File: src/common/holo_pkg.sv
package holo_pkg;

  // one uart or spi byte
  typedef logic [7:0] byte_t;

  // bits in one frame on the display config port
  localparam int SPI_FRAME_BITS = 16;

  //////////////////////////////////////////////////////////////////////
  // top level defaults
  //////////////////////////////////////////////////////////////////////

  // 62.5 MHz over 62 is roughly 1 Mbaud
  localparam int DEF_CLKS_PER_BIT    = 62;
  // fpga_clk cycles per sclk half period
  localparam int DEF_SPI_HALF_PERIOD = 2;
  // return bytes waiting for the uart
  localparam int DEF_FIFO_DEPTH      = 4;

  // address leaves first so it sits in the upper byte
  typedef struct packed {
    byte_t addr;
    byte_t data;
  } spi_fields_t;

  // same 16 bits seen two ways
  // assembler fills the fields
  // spi master shifts raw out msb first
  typedef union packed {
    spi_fields_t               fields;
    logic [SPI_FRAME_BITS-1:0] raw;
  } spi_frame_u;

endpackage

File: src/source/frame_assembler.sv
`timescale 1ns/1ps

module frame_assembler (
  input  logic                 fpga_clk,
  input  logic                 reset_all_cmd_w,
  input  logic                 rx_valid_i,
  input  holo_pkg::byte_t      rx_byte_i,
  output logic                 frame_req_o,
  output holo_pkg::spi_frame_u frame_o,
  input  logic                 frame_ack_i
);

  import holo_pkg::*;

  // high once the address of a pair has been taken
  logic  odd_q;
  byte_t addr_q;
  logic  addr_byte;
  logic  data_byte;

  assign addr_byte = rx_valid_i && !odd_q;
  assign data_byte = rx_valid_i && odd_q;

  //////////////////////////////////////////////////////////////////////
  // pairing and request handshake
  //////////////////////////////////////////////////////////////////////

  always_ff @(posedge fpga_clk) begin
    if (reset_all_cmd_w) begin
      // first byte after reset is always an address
      odd_q       <= 1'b0;
      frame_req_o <= 1'b0;
    end else begin
      if (rx_valid_i) begin
        odd_q <= ~odd_q;
      end
      // second byte completes the frame
      if (data_byte) begin
        frame_req_o <= 1'b1;
      end else if (frame_req_o && frame_ack_i) begin
        // master finished so release the request
        frame_req_o <= 1'b0;
      end
    end
  end

  // address parked until its data byte shows up
  // frame only changes when a full pair is in
  always_ff @(posedge fpga_clk) begin
    if (addr_byte) begin
      addr_q <= rx_byte_i;
    end
    if (data_byte) begin
      frame_o.fields.addr <= addr_q;
      frame_o.fields.data <= rx_byte_i;
    end
  end

endmodule

File: src/source/holo_bridge_top.sv
`timescale 1ns/1ps

module holo_bridge_top #(
  parameter int clks_per_bit    = holo_pkg::DEF_CLKS_PER_BIT,
  parameter int spi_half_period = holo_pkg::DEF_SPI_HALF_PERIOD,
  parameter int fifo_depth      = holo_pkg::DEF_FIFO_DEPTH
) (
  input  logic fpga_clk,
  input  logic reset_all_cmd_w,
  input  logic uart_rx_i,
  output logic uart_tx_o,
  output logic spi_cs_n_o,
  output logic spi_sclk_o,
  output logic spi_mosi_o,
  input  logic spi_miso_i
);

  import holo_pkg::*;

  // uart rx to assembler
  logic       rx_valid;
  byte_t      rx_byte;
  // assembler to spi master
  logic       frame_req;
  spi_frame_u frame;
  logic       frame_ack;
  byte_t      resp_byte;
  // fifo to uart tx
  logic       tx_req;
  byte_t      tx_byte;
  logic       tx_ack;

  //////////////////////////////////////////////////////////////////////
  // pc to display
  //////////////////////////////////////////////////////////////////////

  uart_rx #(.clks_per_bit(clks_per_bit)) uart_rx_inst (
    .fpga_clk        (fpga_clk),
    .reset_all_cmd_w (reset_all_cmd_w),
    .rx_serial_i     (uart_rx_i),
    .rx_valid_o      (rx_valid),
    .rx_byte_o       (rx_byte)
  );

  frame_assembler frame_assembler_inst (
    .fpga_clk        (fpga_clk),
    .reset_all_cmd_w (reset_all_cmd_w),
    .rx_valid_i      (rx_valid),
    .rx_byte_i       (rx_byte),
    .frame_req_o     (frame_req),
    .frame_o         (frame),
    .frame_ack_i     (frame_ack)
  );

  spi_master #(.spi_half_period(spi_half_period)) spi_master_inst (
    .fpga_clk        (fpga_clk),
    .reset_all_cmd_w (reset_all_cmd_w),
    .frame_req_i     (frame_req),
    .frame_i         (frame),
    .frame_ack_o     (frame_ack),
    .resp_byte_o     (resp_byte),
    .spi_cs_n_o      (spi_cs_n_o),
    .spi_sclk_o      (spi_sclk_o),
    .spi_mosi_o      (spi_mosi_o),
    .spi_miso_i      (spi_miso_i)
  );

  //////////////////////////////////////////////////////////////////////
  // display reply back to pc
  //////////////////////////////////////////////////////////////////////

  // fifo snoops the same ack the assembler sees
  resp_fifo #(.fifo_depth(fifo_depth)) resp_fifo_inst (
    .fpga_clk        (fpga_clk),
    .reset_all_cmd_w (reset_all_cmd_w),
    .frame_ack_i     (frame_ack),
    .resp_byte_i     (resp_byte),
    .tx_req_o        (tx_req),
    .tx_byte_o       (tx_byte),
    .tx_ack_i        (tx_ack)
  );

  uart_tx #(.clks_per_bit(clks_per_bit)) uart_tx_inst (
    .fpga_clk        (fpga_clk),
    .reset_all_cmd_w (reset_all_cmd_w),
    .tx_req_i        (tx_req),
    .tx_byte_i       (tx_byte),
    .tx_ack_o        (tx_ack),
    .tx_serial_o     (uart_tx_o)
  );

endmodule

File: src/source/resp_fifo.sv
`timescale 1ns/1ps

module resp_fifo #(
  parameter int fifo_depth = holo_pkg::DEF_FIFO_DEPTH
) (
  input  logic            fpga_clk,
  input  logic            reset_all_cmd_w,
  input  logic            frame_ack_i,
  input  holo_pkg::byte_t resp_byte_i,
  output logic            tx_req_o,
  output holo_pkg::byte_t tx_byte_o,
  input  logic            tx_ack_i
);

  import holo_pkg::*;

  localparam int PTR_W = (fifo_depth > 1) ? $clog2(fifo_depth) : 1;
  localparam int CNT_W = $clog2(fifo_depth + 1);

  byte_t            mem_q [fifo_depth];
  logic [PTR_W-1:0] wr_ptr_q;
  logic [PTR_W-1:0] rd_ptr_q;
  logic [CNT_W-1:0] count_q;
  logic             ack_prev_q;
  logic             full;
  logic             empty;
  logic             wr_en;
  logic             rd_en;

  // wrap for depths that are not a power of two
  function automatic logic [PTR_W-1:0] next_ptr(input logic [PTR_W-1:0] ptr);
    return (ptr == PTR_W'(fifo_depth - 1)) ? '0 : ptr + 1'b1;
  endfunction

  assign full      = (count_q == CNT_W'(fifo_depth));
  assign empty     = (count_q == '0);
  // one entry per frame on the rising ack edge and dropped when full
  assign wr_en     = frame_ack_i && !ack_prev_q && !full;
  // uart done with the head byte
  assign rd_en     = tx_req_o && tx_ack_i;
  assign tx_byte_o = mem_q[rd_ptr_q];

  always_ff @(posedge fpga_clk) begin
    if (reset_all_cmd_w) begin
      wr_ptr_q   <= '0;
      rd_ptr_q   <= '0;
      count_q    <= '0;
      ack_prev_q <= 1'b0;
      tx_req_o   <= 1'b0;
    end else begin
      ack_prev_q <= frame_ack_i;
      if (wr_en) begin
        wr_ptr_q <= next_ptr(wr_ptr_q);
      end
      if (rd_en) begin
        rd_ptr_q <= next_ptr(rd_ptr_q);
      end
      count_q <= count_q + CNT_W'(wr_en) - CNT_W'(rd_en);
      // head byte offered once the last ack has cleared
      if (rd_en) begin
        tx_req_o <= 1'b0;
      end else if (!tx_req_o && !empty && !tx_ack_i) begin
        tx_req_o <= 1'b1;
      end
    end
  end

  always_ff @(posedge fpga_clk) begin
    if (wr_en) begin
      mem_q[wr_ptr_q] <= resp_byte_i;
    end
  end

endmodule

File: src/spi/spi_master.sv
`timescale 1ns/1ps

module spi_master #(
  parameter int spi_half_period = holo_pkg::DEF_SPI_HALF_PERIOD
) (
  input  logic                 fpga_clk,
  input  logic                 reset_all_cmd_w,
  input  logic                 frame_req_i,
  input  holo_pkg::spi_frame_u frame_i,
  output logic                 frame_ack_o,
  output holo_pkg::byte_t      resp_byte_o,
  output logic                 spi_cs_n_o,
  output logic                 spi_sclk_o,
  output logic                 spi_mosi_o,
  input  logic                 spi_miso_i
);

  import holo_pkg::*;

  localparam int DIV_W = $clog2(spi_half_period + 1);
  localparam int BIT_W = $clog2(SPI_FRAME_BITS);

  localparam logic [1:0] ST_IDLE  = 2'd0;
  localparam logic [1:0] ST_SHIFT = 2'd1;
  localparam logic [1:0] ST_ACK   = 2'd2;

  logic [1:0]                state_q;
  logic [DIV_W-1:0]          div_q;
  logic [BIT_W-1:0]          bit_q;
  logic [SPI_FRAME_BITS-1:0] shift_q;
  byte_t                     rx_q;
  logic                      start;
  logic                      half_done;
  logic                      sclk_rise;
  logic                      sclk_fall;

  assign start     = (state_q == ST_IDLE) && frame_req_i && !frame_ack_o;
  assign half_done = (state_q == ST_SHIFT) && (div_q == DIV_W'(spi_half_period - 1));
  // sclk about to toggle
  assign sclk_rise = half_done && !spi_sclk_o;
  assign sclk_fall = half_done && spi_sclk_o;

  //////////////////////////////////////////////////////////////////////
  // control fsm and sclk divider
  //////////////////////////////////////////////////////////////////////

  always_ff @(posedge fpga_clk) begin
    if (reset_all_cmd_w) begin
      state_q     <= ST_IDLE;
      div_q       <= '0;
      bit_q       <= '0;
      frame_ack_o <= 1'b0;
      spi_cs_n_o  <= 1'b1;
      spi_sclk_o  <= 1'b0;
      spi_mosi_o  <= 1'b0;
    end else begin
      case (state_q)
        ST_IDLE: begin
          if (start) begin
            spi_cs_n_o <= 1'b0;
            // first bit must be settled before the first rising edge
            spi_mosi_o <= frame_i.raw[SPI_FRAME_BITS-1];
            div_q      <= '0;
            bit_q      <= '0;
            state_q    <= ST_SHIFT;
          end
        end
        ST_SHIFT: begin
          div_q <= half_done ? '0 : div_q + 1'b1;
          if (half_done) begin
            spi_sclk_o <= ~spi_sclk_o;
          end
          // mode 0 so mosi changes on the falling edge
          if (sclk_fall) begin
            if (bit_q == BIT_W'(SPI_FRAME_BITS - 1)) begin
              state_q <= ST_ACK;
            end else begin
              bit_q      <= bit_q + 1'b1;
              spi_mosi_o <= shift_q[SPI_FRAME_BITS-2];
            end
          end
        end
        default: begin
          // cs and ack rise together one cycle after the last fall
          if (!frame_ack_o) begin
            spi_cs_n_o  <= 1'b1;
            spi_mosi_o  <= 1'b0;
            frame_ack_o <= 1'b1;
          end else if (!frame_req_i) begin
            frame_ack_o <= 1'b0;
            state_q     <= ST_IDLE;
          end
        end
      endcase
    end
  end

  // shift out msb first and capture miso on the rising edge
  always_ff @(posedge fpga_clk) begin
    if (start) begin
      shift_q <= frame_i.raw;
    end else if (sclk_fall) begin
      shift_q <= {shift_q[SPI_FRAME_BITS-2:0], 1'b0};
    end
    if (sclk_rise) begin
      rx_q <= {rx_q[6:0], spi_miso_i};
    end
    // last eight bits in are the data half reply
    if (state_q == ST_ACK && !frame_ack_o) begin
      resp_byte_o <= rx_q;
    end
  end

endmodule

File: src/uart/uart_rx.sv
`timescale 1ns/1ps

module uart_rx #(
  parameter int clks_per_bit = holo_pkg::DEF_CLKS_PER_BIT
) (
  input  logic            fpga_clk,
  input  logic            reset_all_cmd_w,
  input  logic            rx_serial_i,
  output logic            rx_valid_o,
  output holo_pkg::byte_t rx_byte_o
);

  import holo_pkg::*;

  localparam int CNT_W = $clog2(clks_per_bit + 1);
  // start bit is checked half a bit in
  localparam int HALF_BIT = (clks_per_bit - 1) / 2;

  localparam logic [1:0] ST_IDLE  = 2'd0;
  localparam logic [1:0] ST_START = 2'd1;
  localparam logic [1:0] ST_DATA  = 2'd2;
  localparam logic [1:0] ST_STOP  = 2'd3;

  logic             rx_meta_q;
  logic             rx_sync_q;
  logic [1:0]       state_q;
  logic [CNT_W-1:0] clk_cnt_q;
  logic [2:0]       bit_idx_q;
  byte_t            shift_q;
  logic             bit_done;

  // one full bit time elapsed
  assign bit_done  = (clk_cnt_q == CNT_W'(clks_per_bit - 1));
  assign rx_byte_o = shift_q;

  // two flop synchronizer, line idles high
  always_ff @(posedge fpga_clk) begin
    if (reset_all_cmd_w) begin
      rx_meta_q <= 1'b1;
      rx_sync_q <= 1'b1;
    end else begin
      rx_meta_q <= rx_serial_i;
      rx_sync_q <= rx_meta_q;
    end
  end

  always_ff @(posedge fpga_clk) begin
    if (reset_all_cmd_w) begin
      state_q    <= ST_IDLE;
      clk_cnt_q  <= '0;
      bit_idx_q  <= '0;
      rx_valid_o <= 1'b0;
    end else begin
      // single cycle strobe
      rx_valid_o <= 1'b0;
      case (state_q)
        ST_IDLE: begin
          clk_cnt_q <= '0;
          if (!rx_sync_q) begin
            state_q <= ST_START;
          end
        end
        ST_START: begin
          if (clk_cnt_q == CNT_W'(HALF_BIT)) begin
            clk_cnt_q <= '0;
            bit_idx_q <= '0;
            // glitch shorter than half a bit goes back to idle
            state_q   <= rx_sync_q ? ST_IDLE : ST_DATA;
          end else begin
            clk_cnt_q <= clk_cnt_q + 1'b1;
          end
        end
        ST_DATA: begin
          if (bit_done) begin
            clk_cnt_q <= '0;
            if (bit_idx_q == 3'd7) begin
              state_q <= ST_STOP;
            end else begin
              bit_idx_q <= bit_idx_q + 3'd1;
            end
          end else begin
            clk_cnt_q <= clk_cnt_q + 1'b1;
          end
        end
        default: begin
          if (bit_done) begin
            state_q    <= ST_IDLE;
            // framing error drops the byte
            rx_valid_o <= rx_sync_q;
          end else begin
            clk_cnt_q <= clk_cnt_q + 1'b1;
          end
        end
      endcase
    end
  end

  // lsb arrives first so shift in from the top
  always_ff @(posedge fpga_clk) begin
    if (state_q == ST_DATA && bit_done) begin
      shift_q <= {rx_sync_q, shift_q[7:1]};
    end
  end

endmodule

File: src/uart/uart_tx.sv
`timescale 1ns/1ps

module uart_tx #(
  parameter int clks_per_bit = holo_pkg::DEF_CLKS_PER_BIT
) (
  input  logic            fpga_clk,
  input  logic            reset_all_cmd_w,
  input  logic            tx_req_i,
  input  holo_pkg::byte_t tx_byte_i,
  output logic            tx_ack_o,
  output logic            tx_serial_o
);

  import holo_pkg::*;

  localparam int CNT_W = $clog2(clks_per_bit + 1);

  localparam logic [2:0] ST_IDLE  = 3'd0;
  localparam logic [2:0] ST_START = 3'd1;
  localparam logic [2:0] ST_DATA  = 3'd2;
  localparam logic [2:0] ST_STOP  = 3'd3;
  localparam logic [2:0] ST_ACK   = 3'd4;

  logic [2:0]       state_q;
  logic [CNT_W-1:0] clk_cnt_q;
  logic [2:0]       bit_idx_q;
  byte_t            shift_q;
  logic             bit_done;
  logic             start;

  assign bit_done = (clk_cnt_q == CNT_W'(clks_per_bit - 1));
  // new request only once the previous ack is gone
  assign start    = (state_q == ST_IDLE) && tx_req_i && !tx_ack_o;

  always_ff @(posedge fpga_clk) begin
    if (reset_all_cmd_w) begin
      state_q     <= ST_IDLE;
      clk_cnt_q   <= '0;
      bit_idx_q   <= '0;
      tx_ack_o    <= 1'b0;
      tx_serial_o <= 1'b1;
    end else begin
      // bit timer restarts on every state change below
      clk_cnt_q <= bit_done ? '0 : clk_cnt_q + 1'b1;
      case (state_q)
        ST_IDLE: begin
          clk_cnt_q <= '0;
          if (start) begin
            // start bit
            tx_serial_o <= 1'b0;
            state_q     <= ST_START;
          end
        end
        ST_START: begin
          if (bit_done) begin
            tx_serial_o <= shift_q[0];
            bit_idx_q   <= '0;
            state_q     <= ST_DATA;
          end
        end
        ST_DATA: begin
          if (bit_done) begin
            if (bit_idx_q == 3'd7) begin
              // stop bit
              tx_serial_o <= 1'b1;
              state_q     <= ST_STOP;
            end else begin
              // shift_q moves down on this same edge
              tx_serial_o <= shift_q[1];
              bit_idx_q   <= bit_idx_q + 3'd1;
            end
          end
        end
        ST_STOP: begin
          if (bit_done) begin
            tx_ack_o <= 1'b1;
            state_q  <= ST_ACK;
          end
        end
        default: begin
          clk_cnt_q <= '0;
          // hold ack until the requester lets go
          if (!tx_req_i) begin
            tx_ack_o <= 1'b0;
            state_q  <= ST_IDLE;
          end
        end
      endcase
    end
  end

  // byte latched at request and sent lsb first
  always_ff @(posedge fpga_clk) begin
    if (start) begin
      shift_q <= tx_byte_i;
    end else if (state_q == ST_DATA && bit_done) begin
      shift_q <= {1'b0, shift_q[7:1]};
    end
  end

endmodule

File: config.mk
export PLATFORM = sky130hd
export DESIGN_NAME = holo_bridge_top
export DESIGN_NICKNAME = d
export VERILOG_FILES = /design/src/common/holo_pkg.sv /design/src/source/frame_assembler.sv /design/src/source/holo_bridge_top.sv /design/src/source/resp_fifo.sv /design/src/spi/spi_master.sv /design/src/uart/uart_rx.sv /design/src/uart/uart_tx.sv
export SDC_FILE = /design/constraint.sdc
export NUM_CORES = 1
export LEC_CHECK = 0
export ABC_CLOCK_PERIOD_IN_PS = 2800
export BUFFER_PORTS_ARGS = -buffer_cell sky130_fd_sc_hd__clkbuf_2
export CORE_AREA = 2 2 104 207
export CTS_CLUSTER_DIAMETER = 50
export CTS_CLUSTER_SIZE = 40
export DETAILED_ROUTE_END_ITERATION = 7
export DIE_AREA = 0 0 106 209
export PLACE_DENSITY_LB_ADDON = 0.1
export REMOVE_ABC_BUFFERS = 1
export SETUP_SLACK_MARGIN = 0.3
export SYNTH_ARGS = -nofsm -noshare
export SYNTH_HDL_FRONTEND = slang
export SYNTH_SLANG_ARGS = --single-unit
File: constraint.sdc
create_clock -name fpga_clk -period 2.8 [get_ports fpga_clk]
set_input_delay 0.84 -clock fpga_clk [delete_from_list [all_inputs] [get_ports fpga_clk]]
set_output_delay 0.84 -clock fpga_clk [all_outputs]
set_load 0.005 [all_outputs]
# Word-level counts from Yosys, hierarchy flattened
# Memory sizes are Yosys's and may differ from the RTL's. A register that Yosys moved wholly into a read port is not among the register bits.
# Index checks and enable logic that the tools add are counted.
# totals
register_bits	122
ram_bits	32
inputBits	4
out_inout_bits	4
wordCells	213
n_memories	1
# memory_table
memory	depth	word_bits	rd	rd_clocked_by_memory_dff	wr	line_no	rtl
resp_fifo_inst.mem_q	4	8	1	1	1	resp_fifo.sv:20	byte_t mem_q [fifo_depth];
# classes
addsub	10
eq_ne	38
muxes	69
bitwise	6
reduce_logical	57
# ops
operator	count
3-bit 2-to-1 mux	12
2-bit 2-to-1 mux	17
15-bit 2-to-1 mux	2
2-bit by 1-bit inequality test with 1-bit output (second input constant)	11
4-bit AND reduction	5
1-bit logical AND	18
1-bit 2-to-1 mux	18
6-bit 2-to-1 mux	3
6-bit case mux with 3 select lines	1
8-bit 2-to-1 mux	2
6-bit by 1-bit adder with 6-bit output (second input constant)	2
6-bit equality test (second input constant)	2
4-bit 2-to-1 mux	3
2-bit inequality test (second input constant)	6
3-bit case mux with 2 select lines	2
3-bit case mux with 4 select lines	1
2-bit nonzero test	6
5-bit AND reduction	2
3-bit equality test (second input constant)	3
3-bit nonzero test	3
3-bit OR reduction	3
2-bit equality test (second input constant)	4
1-bit zero test	8
2-bit case mux with 2 select lines	2
other kinds (26)	44

# Depth between registers and ports, before layout
# Gate-level depths: netlist of run 1.
# depth
ltp_word	5
depth_mapped	9
ltp_nobuf	9

# By module
# A second synthesis of run 1 with hierarchy kept.
# unflattened
hier_cells	455
area_unflattened_um2	6378.6
# by_module_without_submodules
module	n_inst	cells_each	area_each_um2	seq_area_each_um2
spi_master	1	117	1697.9	1171.1
resp_fifo	1	99	1696.6	1181.1
uart_tx	1	106	1102.3	520.5
uart_rx	1	100	1081.0	520.5
frame_assembler	1	33	800.8	760.7

# Worst setup path before layout of run 1
# No wires, ideal clock.
# synth_path
path_kind	flip-flop to flip-flop
startpoint	reg uart_tx_inst.clk_cnt_q[0]
endpoint	reg uart_tx_inst.shift_q[0], enable pin
setup_time_ns	0.386
t_arrival_ns	1.743
required_ns	2.414
slack_ns	0.671
stages_incl_launch_ff	6
n_path_buf	0
synth_period_minus_slack_ns	2.129
cell_sequence	dfxtp_1 > ha_1 > nand3_1 > nor2_1 > nand2_1 > a211oi_1
# synth_between
elab_chain_len	3
# synth_lines
item	line_no	rtl
start: declaration	uart_tx.sv:25	logic [CNT_W-1:0] clk_cnt_q;
start signal: assignment	uart_tx.sv:44	clk_cnt_q <= bit_done ? '0 : clk_cnt_q + 1'b1;
6-bit equality test	uart_tx.sv:31	assign bit_done = (clk_cnt_q == CNT_W'(clks_per_bit - 1));
1-bit logical AND	uart_tx.sv:96	end else if (state_q == ST_DATA && bit_done) begin
2-bit nonzero test (no line)	n/a	
end signal: assignment	uart_tx.sv:95	shift_q <= tx_byte_i;
end signal: assignment	uart_tx.sv:97	shift_q <= {1'b0, shift_q[7:1]};
end: declaration	uart_tx.sv:27	byte_t shift_q;
# Every way passes these cells.
# A chain may end at the register's enable or synchronous reset.

# Worst setup path in the final report of run 1
# layout_path
startpoint	reg spi_master_inst.frame_ack_o
endpoint	reg resp_fifo_inst.count_q[1]
# layout_between
elab_chain_len	4
# layout_lines
item	line_no	rtl
start: declaration	spi_master.sv:10	output logic frame_ack_o,
start signal: assignment	spi_master.sv:52	frame_ack_o <= 1'b0;
start signal: assignment	spi_master.sv:88	frame_ack_o <= 1'b1;
start signal: assignment	spi_master.sv:90	frame_ack_o <= 1'b0;
1-bit logical AND (2 in a row)	resp_fifo.sv:38	assign wr_en = frame_ack_i && !ack_prev_q && !full;
net resp_fifo_inst.wr_en	resp_fifo.sv:27	logic wr_en;
3-bit by 1-bit adder with 3-bit output	resp_fifo.sv:58	count_q <= count_q + CNT_W'(wr_en) - CNT_W'(rd_en);
3-bit by 1-bit subtractor with 3-bit output	resp_fifo.sv:58	
end signal: assignment	resp_fifo.sv:58	
end: declaration	resp_fifo.sv:23	logic [CNT_W-1:0] count_q;
# The timed path passes the listed nets, and every way through them passes these cells.

==> summary.txt, run 1 <==
Clock network
  – Clock Tree Root: clkbuf_16
  – Number of gates resized after CTS: 0
  – H-Tree Depth: 4
  – Hold buffer count at cts: 0
  – CTS max path bufs: 2
  – Setup Buffers After CTS: 0
  – Num CTS Buffers: 17
  – CTS sink count: around 160
  – Reg clk slew, reported paths: around 0.06 ns
  – Clock latency on the worst-skew pair: about 0.42 ns
  – CTS tree: built

Power
  – Pwr Total: between 4 and 5 mW
  – Leakage: 2.34 nW
  – Maximum vdd drop: 353 uV
  – PD cells: between 600 and 700 mW/mm^2

Placement
  – DP Area: around 0.0065 sq mm
  – Port buffer count: 7
  – Inst Count DP: between 600 and 700
  – Placer Congestion: 0.732
  – DP HPWL: between 6000 and 7000 microns
  – Pre-CTS WS: ~0.8 ns

Timing
  – Final hold violation count: 0
  – Slew Limit Headroom: a little over two fifths
  – Slew Viols, Final: 0
  – Worst setup margin: approximately 0.84 ns
  – Fmax: roughly 510 MHz
  – Final number of setup-violating endpoints: 0
  – Fin crit period: 1.96 ns
  – Crit share post-route: between 70% and 80%
  – Post-Route Setup TNS: 0 ns
  – Least-Margin Pin Slew: 0.852 ns
  – Setup Skew: ~0.0092 ns
  – RSZ-0062 raised after global routing: false
  – Worst Hold Slack: between 0.4 and 0.5 ns

Global route
  – First-pass GRT wire length: approximately 18000 microns
  – Met3 usage: approximately 3.6%
  – Total grt overflow: 0
  – Largest net degree at the start of global routing: 34
  – Met2 usage: ~16%
  – Number of global-route vias before repair: about 3400
  – Antenna violations before repair: 0
  – Busiest layer in global routing: met2
  – Gr usage total: a little over a tenth
  – Met1 GRT Util: a little over an eighth

Logic synthesis
  – Post-synthesis sequential area ratio: a little under 70%
  – Share of the synthesized area in the top cell type: 50.7%
  – Synth warnings: 0
  – Most common cell in the synthesized netlist: edfxtp_1
  – Cell taking the most area after synthesis: edfxtp_1
  – Post-synth ARST share: 0%
  – Dominant synthesized flop cell: edfxtp_1
  – Syn avg cell area: around 14 sq um
  – Number of library cell types mapped by synthesis: a little over 60
  – Top post-synthesis cells by area: edfxtp_1, dfxtp_1, mux2_2, ha_1, mux4_2
  – #FFs+latches synth: ~160
  – Synth top cells by count: edfxtp_1, dfxtp_1, nor2_1
  – Post-Syn Area: 0.00610 sq mm
  – EDFF count, synth: 103
  – Synthesized instance count: 427

Floorplan
  – I/O pins: 8
  – Die height: roughly 210 microns
  – Die width: ~110 microns
  – Row count: 75
  – Die area: roughly 0.022 sq mm
  – Total core area: between 0.02 and 0.025 sq mm
  – Initial Util: around 30%

Final layout
  – P&R area growth vs syn: 15.7%
  – Fin cells: 728
  – Final core utilization: about a third
  – Layout cells sized above 1: a little under a fifth
  – Antenna diodes: 0
  – Post-Layout Inst Area: 0.00705 sq mm
  – Post-layout nets: 468
  – Fill cells: approximately 2000

Detailed routing
  – Routed Antenna Nets: 0
  – Via count: 3262
  – 1st-iter DRT viols: 187
  – Avg WL per Cell: about 15 microns
  – Vias per cell: ~4.5
  – DRC: 0
  – Pre-Repair DR Iteration Count: 4
  – Final WL: about 11000 microns

Run
  – Max Cap Viol: 0

Critical path
  – Crit-path cells: inv_1, a311oi_2, ha_1, fa_1, nor2b_1
  – CP Capture Type: flop
  – Critical Path AT: about 2.3 ns
  – Crit Path Category: reg2reg
  – Crit Path Max Fanout: 7
  – Startpoint Class: flop
  – Crit path max-delay family: adder cells
  – WP data required: 3.11 ns
  – Slowest stage cell, crit path: a311oi_2
  – Largest stage delay, worst path: 0.50 ns
  – WP buf/inv: 1
  – Worst reg2reg setup slack: 0.84 ns

Status
  – Status: finished clean

Worst hold path
  – HP Class: reg2reg
==> where the power goes <==
part | total (mW) | internal (mW) | leakage [nW] | switching (mW)
combinational | 0.0278 | 0.00964 | 0.723 | 0.0181
clock | 2.23 | 1.31 | 0.262 | 0.922
sequential | 2.43 | 2.43 | 1.35 | 0.00254
total | 4.69 | 3.75 | 2.34 | 0.942
==> metal layers <==
| metal | wire length (microns) | up-vias |
|---|---|---|
| met4 | 274 | 0 |
| met2 | 4920 | 33 |
| li1 | - | 1626 |
| met1 | 5220 | 1591 |
| met5 | 0 | - |
| met3 | 306 | 12 |
==> logic make-up after synthesis <==
family / synth area share [%]
AO/OA/AOI/OAI: 6.42
XOR/XNOR: 1.44
adder cells (fa/ha/maj): 3.82
buffers and inverters: 2.50
flip-flops: 68.1
multiplexers: 7.67
AND/OR/NAND/NOR: 10.0
==> layout make-up <==
cell class,count,area [sq um],share of cell area [%]
inverters,22,82.6,1.17
clock inverters,14,145,2.06
well taps,269,337,4.77
repair buffers,15,108,1.53
multi-input cells,234,1800,25.5
flip-flops and latches,156,4150,58.9
clock buffers,18,429,6.08
==> flip-flops by register name (all words and copies together), names as in the netlist, 3 cells and up, named ones only <==
register,flops
frame_assembler_inst.addr_q,8
uart_tx_inst.state_q,3
uart_tx_inst.shift_q,8
uart_rx_inst.clk_cnt_q,6
uart_rx_inst.rx_byte_o,8
spi_master_inst.rx_q,8
resp_fifo_inst.mem_q,32
uart_rx_inst.bit_idx_q,3
uart_tx_inst.bit_idx_q,3
resp_fifo_inst.count_q,3
uart_tx_inst.clk_cnt_q,6
frame_assembler_inst.frame_o,16
spi_master_inst.shift_q,15
spi_master_inst.bit_q,4
spi_master_inst.resp_byte_o,8
==> worst paths after layout <==
path / startpoint / to / cells past startpoint
min reg2reg: uart_rx_inst.rx_meta_q / uart_rx_inst.rx_sync_q / 1
max reg2reg: spi_master_inst.frame_ack_o / resp_fifo_inst.count_q[1] / 5
max: spi_master_inst.frame_ack_o / resp_fifo_inst.count_q[1] / 5
min: uart_rx_inst.rx_meta_q / uart_rx_inst.rx_sync_q / 1
==> cell usage in the layout (no fill, tap or decap), drive strengths merged, types with 3 or more instances in the layout <==
cell type and instances:
a21oi 20, clkinv 4, mux2i 4, xnor2 7
mux2 22, dfxtp 53, nand3 14, nor2 30
inv 24, nor3 8, or4 3, o21ai 7
nor4 3, nand4 4, buf 8, clkinvlp 6
clkbuf 25, and3 3, nor4b 3, and2 7
nand2 16, edfxtp 103, a31oi 4, ha 17
xor2 3, or2 4, nor2b 6, mux4 8
nand2b 5
Power figures use the tool's default switching activity.
==> inputs of run 2 (changes only) <==
- ABC_AREA: unset -> 1
- ABC_CLOCK_PERIOD_IN_PS: 2800 -> 1990
- CORE_AREA: 2 2 104 207 -> 2 2 105 209
- DIE_AREA: 0 0 106 209 -> 0 0 107 211
- clock period: 2.8 -> 1.99 ns (I/O delays scaled with it)
==> summary.txt, run 2 <==
Status
  – Status: finished clean

Timing
  – Slew Limit Headroom: 63.5%
  – Slew Viols, Final: 0
  – Final hold violation count: 0
  – Final number of setup-violating endpoints: 0
  – RSZ-0062 raised after global routing: true
  – Least-Margin Pin Slew: ~0.55 ns
  – Fin crit period: ~1.6 ns
  – Setup Skew: 0.00844 ns
  – Worst setup margin: ~0.36 ns
  – Crit share post-route: between 80 and 90%
  – Fmax: about 610 MHz
  – Worst Hold Slack: around 0.36 ns
  – Post-Route Setup TNS: 0 ns

Clock network
  – CTS sink count: 156
  – Num CTS Buffers: 17
  – CTS max path bufs: 2
  – CTS tree: built
  – Clock Tree Root: clkbuf_16
  – Reg clk slew, reported paths: around 0.060 ns
  – Clock latency on the worst-skew pair: 0.41 ns
  – H-Tree Depth: 4
  – Hold buffer count at cts: 0

Critical path
  – WP data required: 2.34 ns
  – Largest stage delay, worst path: around 0.54 ns
  – Startpoint Class: flop
  – Crit Path Category: reg2reg
  – FF-to-FF Start: resp_fifo_inst.tx_req_o
  – Reg2reg path depth: 8
  – Critical Path AT: roughly 2 ns
  – Crit-path cells: nand2_4, inv_4, ha_4, inv_2, ha_4, fa_2, inv_2, nor2_1
  – Crit Path Max Fanout: 5
  – Slowest stage cell, crit path: fa_2
  – Critical R2R Capture: resp_fifo_inst.count_q[1]
  – CP Capture Type: flop
  – Worst reg2reg setup slack: around 0.36 ns

Final layout
  – Commonest cells after routing, fill and taps aside: nand2_1, edfxtp_1, nor2_1, inv_1, dfxtp_1
  – Antenna diodes: 0
  – P&R area growth vs syn: 17.7%
  – Post-layout nets: 639
  – Largest regs: resp_fifo_inst.mem_q x32, frame_assembler_inst.frame_o x16, spi_master_inst.shift_q x15
  – Layout cells sized above 1: between 10 and 15%
  – Biggest register: resp_fifo_inst.mem_q
  – Final core utilization: 35.1%
  – Fin cells: 899
  – Most common cell after layout, fill and taps aside: nand2_1
  – Max reg flops: 32

Worst hold path
  – Worst Hold Launch: uart_rx_i
  – WHS Path Cells: 2
  – HP Class: in2reg
  – Hold Path Sink: uart_rx_inst.rx_meta_q

Detailed routing
  – 1st-iter DRT viols: around 120
  – Routed Antenna Nets: 0
  – Final WL: between 10000 and 15000 microns
  – Via count: 3912
  – Vias per cell: around 4.4
  – Avg WL per Cell: 13.3 microns
  – DRC: 0
  – Pre-Repair DR Iteration Count: 4

Logic synthesis
  – Share of the synthesized area in the top cell type: 49.6%
  – Syn avg cell area: 10.7 sq um
  – Synth warnings: 0
  – Synth top cells by count: nand2_1, edfxtp_1, nor2_1
  – Most common cell in the synthesized netlist: nand2_1
  – Post-synthesis sequential area ratio: approximately two thirds
  – Dominant synthesized flop cell: edfxtp_1
  – Post-synth ARST share: 0%
  – Top post-synthesis cells by area: edfxtp_1, dfxtp_1, nand2_1, nor2_1, inv_1
  – Number of library cell types mapped by synthesis: 37
  – Post-Syn Area: a little over 0.006 sq mm
  – Cell taking the most area after synthesis: edfxtp_1
  – EDFF count, synth: 103
  – Synthesized instance count: roughly 580
  – #FFs+latches synth: 156

Placement
  – Pre-CTS WS: between 0.2 and 0.25 ns
  – Port buffer count: 7
  – Inst Count DP: between 800 and 900
  – DP HPWL: 8620 microns
  – Placer Congestion: approximately 0.73

Floorplan
  – Initial Util: 29.8%
  – I/O pins: 8
  – Total core area: around 0.021 sq mm
  – Row count: 75
  – Die height: ~210 microns
  – Die width: ~110 microns
  – Die area: 0.0226 sq mm

Power
  – Leakage: 2.77 nW
  – Maximum vdd drop: ~520 uV
  – PD cells: just over 1000 mW/mm^2

Global route
  – Antenna violations before repair: 0
  – Largest net degree at the start of global routing: 27
  – Number of global-route vias before repair: ~4000
  – Gr usage total: 11.5%
  – First-pass GRT wire length: between 15000 and 20000 microns
  – Total grt overflow: 0

Run
  – Max Cap Viol: 0
-- run 2: through the flow --
step	instance area [sq um]	total power [mW]
after global routing	7340	7.76
after CTS	7280	7.55
after global placement	6670	4.21
after detailed placement	6670	4.22
final	7340	7.41
after floorplan	6160	4.06
-- run 2: per-layer routing --
layer / GRT usage, % / vias to the layer above / part of all wire, %
li1: - / 2026 / -
met1: 11.0 / 1839 / 37
met2: 22.5 / 35 / 59
met3: 2.99 / 12 / 2.0
met4: 5.11 / 0 / 1.8
met5: 0 / - / 0
-- run 2: cell families after synthesis --
logic type                 Yosys count  synth area share (%)
buffers and inverters               74                  4.80
xor gates and xnor gates             3                 0.422
and+or+nand+nor                    260                  17.8
AOI/OAI and AO/OA                   73                  6.66
adders and majority gates           18                  3.73
DFF                                156                  66.6
-- run 2: what timing repair did --
item | in CTS | in global routing
setup buffers | 0 | 2
cloned | 0 | 0
pin swaps | 0 | 4
gates resized for setup | 6 | 13
setup endpoints to repair | 3 | 3
-- run 2: cell type report --
| type | count | area, sq um |
|---|---|---|
| fill | 2089 | 13600 |
| clock buffer | 19 | 433 |
| clock inverter | 13 | 166 |
| inverter | 61 | 234 |
| multi-input combinational | 354 | 1820 |
| tap | 269 | 337 |
| sequential | 156 | 4160 |
| timing repair buffer | 27 | 185 |
-- run 2: critical path, delay by kind of cell, from the launching register on --
| family | cells | cell delay, ns |
|---|---|---|
| buffers and inverters | 3 | 0.11 |
| flip-flops | 1 | 0.36 |
| adder cells (fa/ha/maj) | 3 | 0.95 |
| AND/OR/NAND/NOR | 2 | 0.15 |
-- run 2: power by group --
part           internal (mW)  leakage [nW]  switching, mW  total [mW]
clock network           1.98         0.286           1.30        3.28
registers               3.48          1.35         0.0873        3.56
logic                  0.191          1.13          0.378       0.569
-- run 2: worst max path at each step --
stage / depth (start not counted) / to / startpoint
after floorplan: 5 / uart_tx_inst.shift_q[0] / uart_tx_inst.clk_cnt_q[0]
after global placement: 9 / resp_fifo_inst.count_q[2] / resp_fifo_inst.tx_req_o
after detailed placement: 9 / resp_fifo_inst.count_q[2] / resp_fifo_inst.tx_req_o
after CTS: 9 / resp_fifo_inst.count_q[2] / resp_fifo_inst.tx_req_o
after global routing: 9 / resp_fifo_inst.count_q[2] / resp_fifo_inst.tx_req_o
final: 8 / resp_fifo_inst.count_q[1] / resp_fifo_inst.tx_req_o
==> inputs of run 3 (changes only) <==
- ABC_CLOCK_PERIOD_IN_PS: 1990 -> 1700
- clock period: 1.99 -> 1.7 ns (I/O delays scaled with it)
==> summary.txt, run 3 (same netlist as run 2, synthesis figures left out) <==
Status
  – Status: finished clean

Detailed routing
  – Routed Antenna Nets: 0
  – DRC: 0
  – 1st-iter DRT viols: 202
  – Vias per cell: between 4 and 5
  – Via count: ~4000
  – Final WL: between 10000 and 15000 microns
  – Avg WL per Cell: approximately 13 microns
  – Pre-Repair DR Iteration Count: 4

Placement
  – DP Area: 0.00673 sq mm
  – DP HPWL: 8490 microns
  – Port buffer count: 7
  – Placer Congestion: just over 0.7
  – Inst Count DP: between 800 and 900
  – Pre-CTS WS: roughly 0.043 ns

Final layout
  – Largest regs: resp_fifo_inst.mem_q x32, frame_assembler_inst.frame_o x16, spi_master_inst.shift_q x15
  – Register area: roughly 0.0042 sq mm
  – Fin cells: 918
  – Commonest cells after routing, fill and taps aside: nand2_1, edfxtp_1, nor2_1, inv_1, buf_4
  – Post-Layout Inst Area: 0.00773 sq mm
  – Post-layout nets: about 660
  – Multi-input logic area: a little over 0.002 sq mm
  – Final core utilization: a little under two fifths
  – Antenna diodes: 0
  – Most common cell after layout, fill and taps aside: nand2_1
  – Fill cells: 2072
  – P&R area growth vs syn: 24.0%
  – Max reg flops: 32
  – Layout cells sized above 1: about a quarter
  – Biggest register: resp_fifo_inst.mem_q

Timing
  – Least-Margin Pin Slew: approximately 0.46 ns
  – Final number of setup-violating endpoints: 0
  – Worst setup margin: ~0.14 ns
  – Crit share post-route: ~90%
  – RSZ-0062 raised after global routing: true
  – Final hold violation count: 0
  – Fin crit period: 1.56 ns
  – Slew Viols, Final: 0
  – Fmax: 642 MHz
  – Slew Limit Headroom: about 70%
  – Setup Skew: slightly above 0.01 ns

Critical path
  – Crit path max-delay family: adder cells
  – Crit. Startpoint: resp_fifo_inst.tx_req_o
  – Slowest stage cell, crit path: fa_2
  – FF-to-FF Start: resp_fifo_inst.tx_req_o
  – Crit Path Category: reg2reg
  – Crit Path Max Fanout: 2
  – Most used cell along the critical path: inv_2
  – Startpoint Class: flop
  – Largest stage delay, worst path: 0.52 ns
  – Crit-path cells: nand2_2, inv_2, ha_4, inv_2, ha_4, fa_2, inv_2, nor2_2
  – Critical Path AT: 1.91 ns
  – CP Capture Type: flop
  – WP buf/inv: 3
  – WP data required: approximately 2.1 ns

Floorplan
  – Row count: 75
  – I/O pins: 8
  – Total core area: between 0.02 and 0.025 sq mm
  – Die width: between 100 and 150 microns
  – Initial Util: ~30%
  – Die height: ~210 microns
  – Die area: ~0.023 sq mm

Power
  – Cell Int Power: 6.45 mW
  – Leakage: roughly 2.9 nW
  – Net Sw Frac: around a quarter
  – Pwr Total: 8.67 mW
  – Combinational Power Share: under 10%
  – NetSw: 2.22 mW
  – Maximum vdd drop: 632 uV
  – Clk network pwr share: a little over two fifths
  – Sequential share of power: between 40% and 50%
  – PD cells: 1120 mW/mm^2

Global route
  – Number of global-route vias before repair: 4236
  – Antenna violations before repair: 0
  – Gr usage total: 11.7%
  – Largest net degree at the start of global routing: 27
  – First-pass GRT wire length: between 20000 and 25000 microns
  – Total grt overflow: 0

Worst hold path
  – HP Class: in2reg
  – Worst Hold Launch: spi_miso_i

Clock network
  – Reg clk slew, reported paths: 0.06 ns
  – H-Tree Depth: 4
  – Clock Tree Root: clkbuf_16
  – Clock latency on the worst-skew pair: between 0.4 and 0.5 ns
  – CTS tree: built
  – CTS max path bufs: 2
  – Num CTS Buffers: 17
  – CTS sink count: between 150 and 200
  – Hold buffer count at cts: 0

Run
  – Max Cap Viol: 0
-- run 3: cell count changes in the layout (fill, tap and decap cells not counted), moves of 6 or more --
cell     delta
ha_1        -6
inv_2      +10
nand2_1    -11
dfxtp_2    +19
buf_4      +12
inv_1      -10
nor2_1      -9
nor2_2      +6
nand3_1     -6
dfxtp_1    -19
nand2_2     +8
ha_4        +6
-- run 3: metrics by stage --
step           hold WS, ns  setup TNS, ns
2_1_floorplan        0.389         -0.503
3_3_place_gp         0.393              0
3_5_place_dp         0.401              0
4_1_cts              0.248              0
5_1_grt              0.248              0
6_report             0.269              0
-- run 3: cell type report --
| class | instances | area share [%] |
|---|---|---|
| Multi-Input combinational cell | 354 | 26.3 |
| Clock inverter | 14 | 1.76 |
| Tap cell | 269 | 4.35 |
| Inverter | 61 | 3.03 |
| Sequential cell | 156 | 54.1 |
| Timing Repair Buffer | 46 | 4.93 |
| Clock buffer | 18 | 5.55 |
-- run 3: worst paths after layout --
check	end	slack, ns	cells past startpoint
worst max register to register	resp_fifo_inst.count_q[1]	0.14	8
worst max-delay path	resp_fifo_inst.count_q[1]	0.14	8
worst min-delay path	spi_master_inst.rx_q[0]	0.27	1
worst min register to register	uart_rx_inst.rx_sync_q	0.41	1
-- run 3: power by group through the flow --
stage | Clock [mW] | Sequential, mW | Combinational [mW]
finish | 3.63 | 4.19 | 0.852
global route | 3.93 | 4.20 | 0.992
CTS | 3.77 | 4.16 | 0.750
detailed placement | 0 | 4.25 | 0.692
global placement | 0 | 4.24 | 0.686
floorplan | 0 | 4.23 | 0.517
-- run 3: worst register-to-register path: cells and delay by family, from the launching register on --
kind,cells,cell delay [ns]
adders and majority gates,3,0.93
buffers and inverters,3,0.13
DFF,1,0.32
and+or+nand+nor,2,0.13
-- run 3: timing repair --
item / CTS / global route
buffers inserted: 7 / 8
resized for setup: 39 / 68
pin swaps: 7 / 19
endpoints found under the setup margin: 59 / 107
-- run 3: routing by layer --
metal	GRT usage, %	up-vias	wire length [microns]
li1	-	2066	-
met1	11.6	1910	4780
met2	22.4	42	7120
met3	2.68	13	233
met4	5.78	0	246
met5	0	-	0
